==> config.mk <==
export PLATFORM = sky130hd
export DESIGN_NAME = cpu
export DESIGN_NICKNAME = d
export VERILOG_FILES = /design/src/cpuPkg.sv /design/src/alu.sv /design/src/control.sv /design/src/cpu.sv /design/src/regFile.sv
export SDC_FILE = /design/constraint.sdc
export NUM_CORES = 1
export LEC_CHECK = 0
export BUFFER_PORTS_ARGS = -buffer_cell sky130_fd_sc_hd__buf_4
export CAP_MARGIN = 10
export CORE_ASPECT_RATIO = 1.1
export CORE_UTILIZATION = 40
export CTS_CLUSTER_DIAMETER = 150
export CTS_CLUSTER_SIZE = 10
export DETAILED_ROUTE_END_ITERATION = 10
export PLACE_DENSITY = 0.58
export SLEW_MARGIN = 0
export SYNTH_ARGS = -nofsm -noshare
export SYNTH_HDL_FRONTEND = slang
export SYNTH_SLANG_ARGS = --single-unit
export TNS_END_PERCENT = 5
==> constraint.sdc <==
create_clock -name clk -period 7.57 [get_ports clk]
set_input_delay 1.1355 -clock clk [delete_from_list [all_inputs] [get_ports clk]]
set_output_delay 1.1355 -clock clk [all_outputs]
set_load 0.02 [all_outputs]
==> src/cpuPkg.sv <==
package cpuPkg;

    //**********************************************************
    // Widths and fixed values
    //**********************************************************
    localparam int dataWidth  = 8;
    localparam int addrWidth  = 16;
    localparam int instrWidth = 16;
    localparam int regCount   = 16;

    typedef logic [dataWidth-1:0]         dataT;
    typedef logic [addrWidth-1:0]         addrT;
    typedef logic [instrWidth-1:0]        instrT;
    typedef logic [$clog2(regCount)-1:0]  regIdxT;

    localparam dataT ioPage  = 8'h10;   // Upper byte of every IO address
    localparam addrT resetPc = '0;

    //**********************************************************
    // Instruction set, opcode lives in bits 3..0
    //**********************************************************
    typedef enum logic [3:0] {
        opLdi = 4'h0,
        opAdd = 4'h1,
        opAdc = 4'h2,
        opSub = 4'h3,
        opAnd = 4'h4,
        opOr  = 4'h5,
        opXor = 4'h6,
        opMov = 4'h7,
        opLd  = 4'h8,   // Rd <= mem[pair]
        opSt  = 4'h9,   // mem[pair] <= Rd
        opIn  = 4'hA,
        opOut = 4'hB,
        opJmp = 4'hC,
        opBrz = 4'hD,
        opBrc = 4'hE,
        opNop = 4'hF
    } opcodeT;

    typedef enum logic [2:0] {
        aluPassA,
        aluPassB,
        aluAdd,
        aluAdc,
        aluSub,     // Carry out means borrow
        aluAnd,
        aluOr,
        aluXor
    } aluModeT;

    typedef enum logic [1:0] {
        stFetch,
        stExecute,
        stMemWait
    } stateT;

    // Datapath mux selects
    typedef enum logic [1:0] {regSrcAlu, regSrcImm, regSrcMem} regSrcT;
    typedef enum logic {aluBReg, aluBImm} aluBSrcT;
    typedef enum logic {dAddrPair, dAddrIo} dAddrSrcT;
    typedef enum logic {iAddrPc, iAddrPair} iAddrSrcT;

endpackage

==> src/alu.sv <==
`timescale 1ns/1ns

module alu (
    input  cpuPkg::dataT    dataA,
    input  cpuPkg::dataT    dataB,
    input  cpuPkg::aluModeT mode,
    input  logic            cin,
    output cpuPkg::dataT    result,
    output logic            cout,
    output logic            zout,
    output logic            nout
);
    import cpuPkg::*;

    // One extra bit on top catches carry or borrow
    logic [dataWidth:0] wide;
    logic [dataWidth:0] extA;
    logic [dataWidth:0] extB;
    logic [dataWidth:0] extCin;

    assign extA   = {1'b0, dataA};
    assign extB   = {1'b0, dataB};
    assign extCin = {{dataWidth{1'b0}}, cin};

    //**********************************************************
    // Operation select
    //**********************************************************
    always_comb begin
        case (mode)
            aluPassA: wide = extA;
            aluPassB: wide = extB;
            aluAdd:   wide = extA + extB;
            aluAdc:   wide = extA + extB + extCin;
            aluSub:   wide = extA - extB;          // Top bit set on borrow
            aluAnd:   wide = {1'b0, dataA & dataB};
            aluOr:    wide = {1'b0, dataA | dataB};
            aluXor:   wide = {1'b0, dataA ^ dataB};
            default:  wide = extA;
        endcase
    end

    //**********************************************************
    // Result and flags
    //**********************************************************
    assign result = wide[dataWidth-1:0];

    // Logic and pass modes never set the top bit, so carry reads 0 there
    assign cout = wide[dataWidth];
    assign zout = (result == '0);
    assign nout = result[dataWidth-1];     // Sign bit

endmodule

==> src/control.sv <==
`timescale 1ns/1ns

module control (
    input  logic             clk,
    input  logic             reset,
    input  cpuPkg::instrT    instr,
    input  logic             carryFlag,
    input  logic             zeroFlag,
    output cpuPkg::regSrcT   regSrc,
    output logic             regWriteEn,
    output cpuPkg::aluBSrcT  aluBSrc,
    output cpuPkg::aluModeT  aluMode,
    output cpuPkg::dAddrSrcT dAddrSrc,
    output logic             flagEnable,
    output cpuPkg::iAddrSrcT iAddrSrc,
    output logic             pcWriteEn,
    output logic             iMemReadEnable,
    output logic             dMemIOReadEn,
    output logic             dMemIOWriteEn
);
    import cpuPkg::*;

    stateT  state;
    stateT  nextState;
    opcodeT opcode;
    logic   branchTaken;

    assign opcode = opcodeT'(instr[3:0]);

    //**********************************************************
    // State register
    //**********************************************************
    always_ff @(posedge clk) begin
        if (reset) begin
            state <= stFetch;
        end else begin
            state <= nextState;
        end
    end

    // Jump condition from the stored flags
    always_comb begin
        case (opcode)
            opJmp:   branchTaken = 1'b1;
            opBrz:   branchTaken = zeroFlag;
            opBrc:   branchTaken = carryFlag;
            default: branchTaken = 1'b0;
        endcase
    end

    // ALU function per opcode, stores and IO writes pass Rd through
    always_comb begin
        case (opcode)
            opAdd:   aluMode = aluAdd;
            opAdc:   aluMode = aluAdc;
            opSub:   aluMode = aluSub;
            opAnd:   aluMode = aluAnd;
            opOr:    aluMode = aluOr;
            opXor:   aluMode = aluXor;
            opMov:   aluMode = aluPassB;
            default: aluMode = aluPassA;
        endcase
    end

    //**********************************************************
    // Selects and strobes
    //**********************************************************
    always_comb begin
        regSrc         = regSrcAlu;
        regWriteEn     = 1'b0;
        aluBSrc        = aluBReg;     // Immediate leg not used by this ISA
        dAddrSrc       = dAddrPair;
        flagEnable     = 1'b0;
        iAddrSrc       = iAddrPc;
        pcWriteEn      = 1'b0;
        iMemReadEnable = 1'b0;
        dMemIOReadEn   = 1'b0;
        dMemIOWriteEn  = 1'b0;
        nextState      = stFetch;

        case (state)
            stFetch: begin
                iMemReadEnable = 1'b1;
                nextState      = stExecute;
            end

            stExecute: begin
                pcWriteEn = 1'b1;                       // PC+1 or jump target
                if (branchTaken) begin
                    iAddrSrc = iAddrPair;
                end
                case (opcode)
                    opLdi: begin
                        regSrc     = regSrcImm;
                        regWriteEn = 1'b1;
                    end
                    opAdd, opAdc, opSub, opAnd, opOr, opXor: begin
                        regWriteEn = 1'b1;
                        flagEnable = 1'b1;
                    end
                    opMov: regWriteEn = 1'b1;           // Flags untouched
                    opLd: begin
                        dMemIOReadEn = 1'b1;
                        nextState    = stMemWait;
                    end
                    opIn: begin
                        dAddrSrc     = dAddrIo;
                        dMemIOReadEn = 1'b1;
                        nextState    = stMemWait;
                    end
                    opSt:  dMemIOWriteEn = 1'b1;
                    opOut: begin
                        dAddrSrc      = dAddrIo;
                        dMemIOWriteEn = 1'b1;
                    end
                    default: ;                          // Jumps and nop
                endcase
            end

            stMemWait: begin
                regSrc     = regSrcMem;                 // Read data arrives now
                regWriteEn = 1'b1;
            end

            default: nextState = stFetch;
        endcase
    end

endmodule

==> src/cpu.sv <==
`timescale 1ns/1ns

module cpu (
    input  logic          clk,
    input  logic          reset,
    output cpuPkg::addrT  iMemAddress,
    input  cpuPkg::instrT iMemOut,
    output logic          iMemReadEnable,
    output cpuPkg::addrT  dMemIOAddress,
    output cpuPkg::dataT  dMemIOIn,
    input  cpuPkg::dataT  dMemIOOut,
    output logic          dMemIOWriteEn,
    output logic          dMemIOReadEn
);
    import cpuPkg::*;

    regSrcT   regSrc;
    aluBSrcT  aluBSrc;
    aluModeT  aluMode;
    dAddrSrcT dAddrSrc;
    iAddrSrcT iAddrSrc;
    logic     regWriteEn;
    logic     flagEnable;
    logic     pcWriteEn;
    logic     carryFlag;
    logic     zeroFlag;

    regIdxT   destSel;
    regIdxT   srcSel;
    dataT     imm8;
    dataT     regIn;
    dataT     regA;
    dataT     regB;
    dataT     regC;
    dataT     aluB;
    dataT     aluOut;
    logic     aluCarry;
    logic     aluZero;
    logic     aluNeg;
    logic [2:0] status;         // {negative, zero, carry}
    addrT     pairAddr;
    addrT     currentAddress;
    addrT     pc;
    addrT     pcNext;

    // Instruction fields
    assign destSel = iMemOut[15:12];
    assign imm8    = iMemOut[11:4];
    assign srcSel  = iMemOut[11:8];   // Upper immediate nibble

    //**********************************************************
    // Control and datapath blocks
    //**********************************************************
    control i_control (
        .clk(clk), .reset(reset), .instr(iMemOut),
        .carryFlag(carryFlag), .zeroFlag(zeroFlag),
        .regSrc(regSrc), .regWriteEn(regWriteEn),
        .aluBSrc(aluBSrc), .aluMode(aluMode),
        .dAddrSrc(dAddrSrc), .flagEnable(flagEnable),
        .iAddrSrc(iAddrSrc), .pcWriteEn(pcWriteEn),
        .iMemReadEnable(iMemReadEnable), .dMemIOReadEn(dMemIOReadEn),
        .dMemIOWriteEn(dMemIOWriteEn)
    );

    regFile i_regFile (
        .clk(clk), .writeSel(destSel), .readSel(srcSel),
        .writeData(regIn), .writeEn(regWriteEn),
        .outA(regA), .outB(regB), .outC(regC)
    );

    alu i_alu (
        .dataA(regA), .dataB(aluB), .mode(aluMode), .cin(carryFlag),
        .result(aluOut), .cout(aluCarry), .zout(aluZero), .nout(aluNeg)
    );

    //**********************************************************
    // Muxes
    //**********************************************************
    always_comb begin
        case (regSrc)
            regSrcImm: regIn = imm8;
            regSrcMem: regIn = dMemIOOut;
            default:   regIn = aluOut;
        endcase
    end

    assign aluB     = (aluBSrc == aluBImm) ? imm8 : regB;
    assign pairAddr = {regC, regB};                     // High byte first
    assign dMemIOAddress = (dAddrSrc == dAddrIo) ? {ioPage, imm8} : pairAddr;
    assign dMemIOIn = aluOut;                           // Pass-A of Rd on writes

    //**********************************************************
    // Status, current address and PC
    //**********************************************************
    always_ff @(posedge clk) begin
        if (reset) begin
            status <= '0;
        end else if (flagEnable) begin
            status <= {aluNeg, aluZero, aluCarry};
        end
    end

    assign carryFlag = status[0];
    assign zeroFlag  = status[1];

    // Address of the instruction being executed
    always_ff @(posedge clk) begin
        if (iMemReadEnable) begin
            currentAddress <= iMemAddress;
        end
    end

    assign pcNext = (iAddrSrc == iAddrPair) ? pairAddr : currentAddress + addrT'(1);

    always_ff @(posedge clk) begin
        if (reset) begin
            pc <= resetPc;
        end else if (pcWriteEn) begin
            pc <= pcNext;
        end
    end

    assign iMemAddress = pc;

endmodule

==> src/regFile.sv <==
`timescale 1ns/1ns

module regFile (
    input  logic           clk,
    input  cpuPkg::regIdxT writeSel,
    input  cpuPkg::regIdxT readSel,
    input  cpuPkg::dataT   writeData,
    input  logic           writeEn,
    output cpuPkg::dataT   outA,
    output cpuPkg::dataT   outB,
    output cpuPkg::dataT   outC
);
    import cpuPkg::*;

    //**********************************************************
    // Storage
    //**********************************************************
    dataT   regs [regCount];
    regIdxT pairSel;

    always_ff @(posedge clk) begin
        if (writeEn) begin
            regs[writeSel] <= writeData;
        end
    end

    //**********************************************************
    // Read ports
    //**********************************************************
    // High byte of the pair, index wraps from 15 back to 0
    assign pairSel = readSel + regIdxT'(1);

    // Destination register, also ALU operand A
    assign outA = regs[writeSel];

    assign outB = regs[readSel];    // Source register, pair low byte
    assign outC = regs[pairSel];    // Pair high byte

endmodule

# After elaboration in Yosys (flattened, before gate mapping)
# Memory sizes are Yosys's and may differ from the RTL's.
# Index checks and enable logic that the tools add are counted.
[totals]
elab_cells = 73
output_inout_bits = 43
mem_bits_rw = 128
register_bits = 36
memories = 1
[memory_table]
columns = ["memory", "depth", "word_bits", "rd", "rd_clocked_by_memory_dff", "write_ports", "line_no", "rtl"]
rows = [
  ["i_regFile.regs", 16, 8, 3, 0, 1, "regFile.sv:18", "dataT regs [regCount];"],
]
[classes]
n_bitwise = 3
n_eq_ne = 25
mux = 26
add_sub_neg = 5
reduce_logical = 9
[op_table]
columns = ["operator", "count"]
rows = [
  ["one-hot mux 9 bit (8 select lines)", 1],
  ["two-way mux 16 bit", 2],
  ["== test 4 bit (second input constant)", 7],
  ["one-hot mux 3 bit (7 select lines)", 1],
  ["adder 16 x 1 -> 16 bit (second input constant)", 1],
  ["== test 4 x 3 -> 1 bit (second input constant)", 4],
  ["two-way mux 1 bit", 16],
  ["one-hot mux 8 bit (2 select lines)", 1],
  ["== test 3 bit (second input constant)", 4],
  ["adder 8 x 8 -> 9 bit", 1],
  ["adder 9 x 1 -> 9 bit", 1],
  ["subtractor 8 x 8 -> 9 bit", 1],
  ["AND 8 bit", 1],
  ["== test 4 x 2 -> 1 bit (second input constant)", 2],
  ["logical NOT 8 bit", 1],
  ["OR 8 bit", 1],
  ["one-hot mux 2 bit (2 select lines)", 2],
  ["OR reduction 8 bit", 1],
  ["bitwise XOR 8 bit", 1],
  ["== test 3 x 2 -> 1 bit (second input constant)", 2],
  ["OR reduction 2 bit", 3],
  ["OR reduction 6 bit", 1],
  ["adder 4 x 1 -> 4 bit (second input constant)", 1],
  ["== test 2 x 1 -> 1 bit (second input constant)", 2],
  ["9 further kinds", 10],
]

# Longest topological paths before layout
[logic_depth]
ltp_word = 6
mapped_depth = 19

# By module
# From an unflattened synthesis, not the netlist that was laid out.
[unflattened]
cells_unflattened = 854
hier_area_um2 = 10993.0
[by_module_without_submodules]
columns = ["module", "n_inst", "area_each_um2", "cells_each", "seq_area_each_um2"]
rows = [
  ["regFile", 1, 7044.3, 378, 3843.7],
  ["cpu", 1, 1976.9, 200, 840.8],
  ["alu", 1, 1675.4, 239, 0.0],
  ["control", 1, 296.5, 37, 40.0],
]

# Least setup slack after synthesis
# OpenSTA, ideal clock, no wires.
[synth_path]
path_kind = "input -> output"
start = "input iMemOut[12]"
end = "output dMemIOIn[7]"
slack_ns = 0.888
arrival_time_ns = 5.547
path_stages = 17
t_required_ns = 6.435
path_buffers = 5
path_cell_list = "buf_6 buf_1 buf_2 mux4_2 nor2b_1 a211oi_1 a21oi_1 fa_1 clkbuf_1 a211oi_1 nor2_1 nor4b_1 nor3b_1 xnor2_1 nor2_1 o32a_1 buf_4"
[synth_via]
elab_chain_cells = 4
elab_cells_between_ends = 8
cone_classes = "3 x add/sub; 1 x mux; 3 x bitwise; 1 x memory"
[synth_rtl]
columns = ["item", "line_no", "rtl"]
rows = [
  ["from (decl)", "cpu.sv:7", "input cpuPkg::instrT iMemOut,"],
  ["memory read (16 x 8 bit) *", "n/a", ""],
  ["adder 8 x 8 -> 9 bit", "alu.sv:32, alu.sv:33", ""],
  ["adder 9 x 1 -> 9 bit", "alu.sv:33", "aluAdc: wide = extA + extB + extCin;"],
  ["one-hot mux 9 bit (8 select lines) *", "alu.sv:29", "case (mode)"],
  ["to (decl)", "cpu.sv:10", "output cpuPkg::dataT dMemIOIn,"],
]
# Every way passes the cells marked *; elsewhere a longest branch is shown, timed or not.

# Worst setup path after layout
# Same ends and word-level chain as after synthesis.

==> metrics.csv <==
metric,value,unit
number of synthesized register bits,164,
postcts setup bufs,0,
compound-gate portion of the synthesized area,10.2,%
Buf/Inv on CP,2,
drt initial violations,749,
Final Slew Violations,0,
Syn Area/Cell,12.4,um2
Design Power,2500,uW
via/cell ratio,6.17,
largest family of logic cells by synthesized area,multiplexers,
drt pass-1 iters,6,
Max Buffers Root-to-Sink,2,
first-pass GRT wire length,47.8,mm
"CTS clk-pin slew, worst paths",0.07,ns
CTS sink count,164,
Core Rows,62,
reg2reg setup slack,2.69,ns
worst slew pin tran,1.24,ns
vias in the first global route,7654,
Die ar.,27500,um2
routed wire length,32.2,mm
Setup TNS Final,0,ns
clk_lat worst skew,0.43,ns
adder-cell share of the synthesized area,4.10,%
LEAKAGE,0.00432,uW
multiplexer share of the synthesized area,25.7,%
Vias,7843,
critical path's slowest cell,mux4_2,
DRC Markers,0,
worst-path maximum fanout,36,
Final Cycle Share,89.9,%
gr ovfl total,0,
post-synth top area share,40.2,%
CTS root buffer,clkbuf_16,
CP max stage delay,0.59,ns
cts repair resizes,0,
ys flop type,edfxtp_1,
"delay-heaviest family, CP",multiplexers,
CTS tree,done,
CTS H-tree lvls,4,
Mapped Area,10800,um2
Worst Skew,0.0139,ns
clock network fraction of total power,33.2,%
sequential power share,41.8,%
outcome,"finished, final reports clean",
hold buffers post-CTS,0,
drt wl/cell,25.4,um
net switching power,769,uW
Die X,158,um
Post-synth EDFFs,144,
All-Layer GR Usage,24.2,%
main area contributors after synthesis,"edfxtp_1 40%, mux4_2 21%, mux2i_1 4.7%, dfxtp_1 3.7%, ha_1 3.7%",
switching fraction of total power,30.8,%
# port buffers,68,
Post-Syn Nets,926,
"Seq/Total Area, Yosys",43.9,%
Worst setup EP type,primary output,
Final Hold Vio Count,0,
Critical Path RT,6.43,ns
Routed Antenna Nets,0,
initial antenna violation count,0,
Syn Inst Count,866,
Max Freq,147,MHz
CTS Buf Count,17,
crit path cell chain,buf_4 -> mux4_2 -> mux4_2 -> ha_1 -> fa_1 -> a211oi_1 -> nor2_1 -> nor4b_1 -> nor3b_1 -> xnor2_1 -> nor2_1 -> o32a_1 -> buf_4,
max-cap violation count,0,
final setup violation count,0,
Initial Util,40.9,%
distinct cell type count after synthesis,70,
pin count of the biggest net entering global routing,37,
Worst Hold Class,reg2reg,
Critical Path AT,5.67,ns
largest area contributor in the netlist,edfxtp_1,
Post-layout nets,966,
# IOs,69,
unrepaired setup endpoints after global routing,false,
Syn-to-layout area delta,13.2,%
die span in y,174,um
logic gate share of total power,25.0,%
Simple-Gate Fraction of Synth Area,9.97,%
XOR/XNOR share of the synthesized area,2.12,%
Pint,1730,uW
placer congestion estimate,0.961,
Core Region,26300,um2
asr flop ratio synth,0,%
Yosys warning total,0,
diodes inserted,0,
critical path type,in2out,
slew margin rel.,17.1,%
Period minus WS final,6.80,ns
pwr dens,205,nW/um2
VDD IR max,142,uV
element type at the critical path start,input pin,
hpwl dp,23.0,mm
share of layout cells above drive strength 1,25.6,%
-- metal layers --
layer | vias up | wire [um] | track usage, %
met3 | 60 | 2620 | 3.99
met2 | 389 | 15500 | 39.0
met1 | 3927 | 12900 | 32.5
met5 | - | 0 | 0
li1 | 3467 | - | -
met4 | 0 | 1220 | 9.50
-- worst paths after layout --
kind,endpoint,cells past startpoint,start
worst max-delay path,dMemIOIn[7],13,iMemOut[12]
worst min-delay path,currentAddress[11]$_DFFE_PP_,0,iMemAddress[11]$_SDFFE_PP0P_
worst max register to register,i_regFile.regs[4][7]$_DFFE_PP_,14,i_regFile.regs[8][0]$_DFFE_PP_
worst min register to register,currentAddress[11]$_DFFE_PP_,0,iMemAddress[11]$_SDFFE_PP0P_
-- layout make-up --
type / instances / area, um2
Clock buffer: 18 / 429
Timing Repair Buffer: 92 / 703
Multi-Input combinational cell: 597 / 5620
Sequential cell: 164 / 4720
Fill cell: 2391 / 14100
Clock inverter: 14 / 126
Inverter: 34 / 128
Tap cell: 352 / 440
-- synth_stat cells (all sizes together) (4+ instances only) --
cell and instances:
nor2 77, xnor2 15, a31oi 7, mux2 5
clkbuf 43, edfxtp 144, and3 4, nor2b 11
nand2b 10, nand3 14, o21bai 6, dfxtp 20
a221oi 13, nand2 51, nor3b 4, a211oi 11
mux4 98, nor3 16, o21ai 39, mux2i 50
or2 4, ha 32, xor2 11, and2 8
inv 34, or3 6, a21oi 33, buf 28
a21o 4, a22oi 11
-- sequential cells by signal, summed over array words and instances, names as in the netlist --
name / flops
i_control.state: 2
status: 2
currentAddress: 16
i_regFile.regs: 128
iMemAddress: 16
-- kinds of logic (layout without fill, tap and decap cells) --
kind of cell / Yosys count / count (layout)
flops: 164 / 164
xor+xnor: 26 / 26
fa+ha+maj: 34 / 34
compound gates: 162 / 162
buf+inv: 105 / 158
simple gates: 222 / 222
mux: 153 / 153
-- cells in the final DEF, fill, tap and decap left out, drive strengths merged, types with 16 or more instances in the layout --
cell | synthesis | layout
a21oi | 33 | 33
buf | 28 | 92
clkbuf | 43 | 18
dfxtp | 20 | 20
edfxtp | 144 | 144
ha | 32 | 32
inv | 34 | 39
mux2i | 50 | 50
mux4 | 98 | 98
nand2 | 51 | 51
nor2 | 77 | 77
nor3 | 16 | 16
o21ai | 39 | 39
-- through the flow --
| stage | hold WS [ns] | cell area [um2] | setup slack (ns) | instances | util (%) |
|---|---|---|---|---|---|
| after global routing | 0.485 | 12200 | 0.343 | 1271 | 46.3 |
| after floorplan | 0.476 | 10800 | 0.888 | 866 | - |
| final | 0.462 | 12200 | 0.767 | 1271 | 46.3 |
| after global placement | 0.445 | 11600 | 0.785 | 1239 | 44.2 |
| after detailed placement | 0.445 | 11600 | 0.780 | 1239 | 44.2 |
| after CTS | 0.464 | 12200 | 0.765 | 1271 | 46.3 |
-- power by group through the flow --
stage	sequential, uW	clock, uW	combinational (uW)
final	1040	829	625
after global routing	1050	873	670
after floorplan	1070	0	417
after detailed placement	1060	0	619
after global placement	1060	0	621
after CTS	1040	840	621
Note: power is estimated with default switching activity, not from simulation.
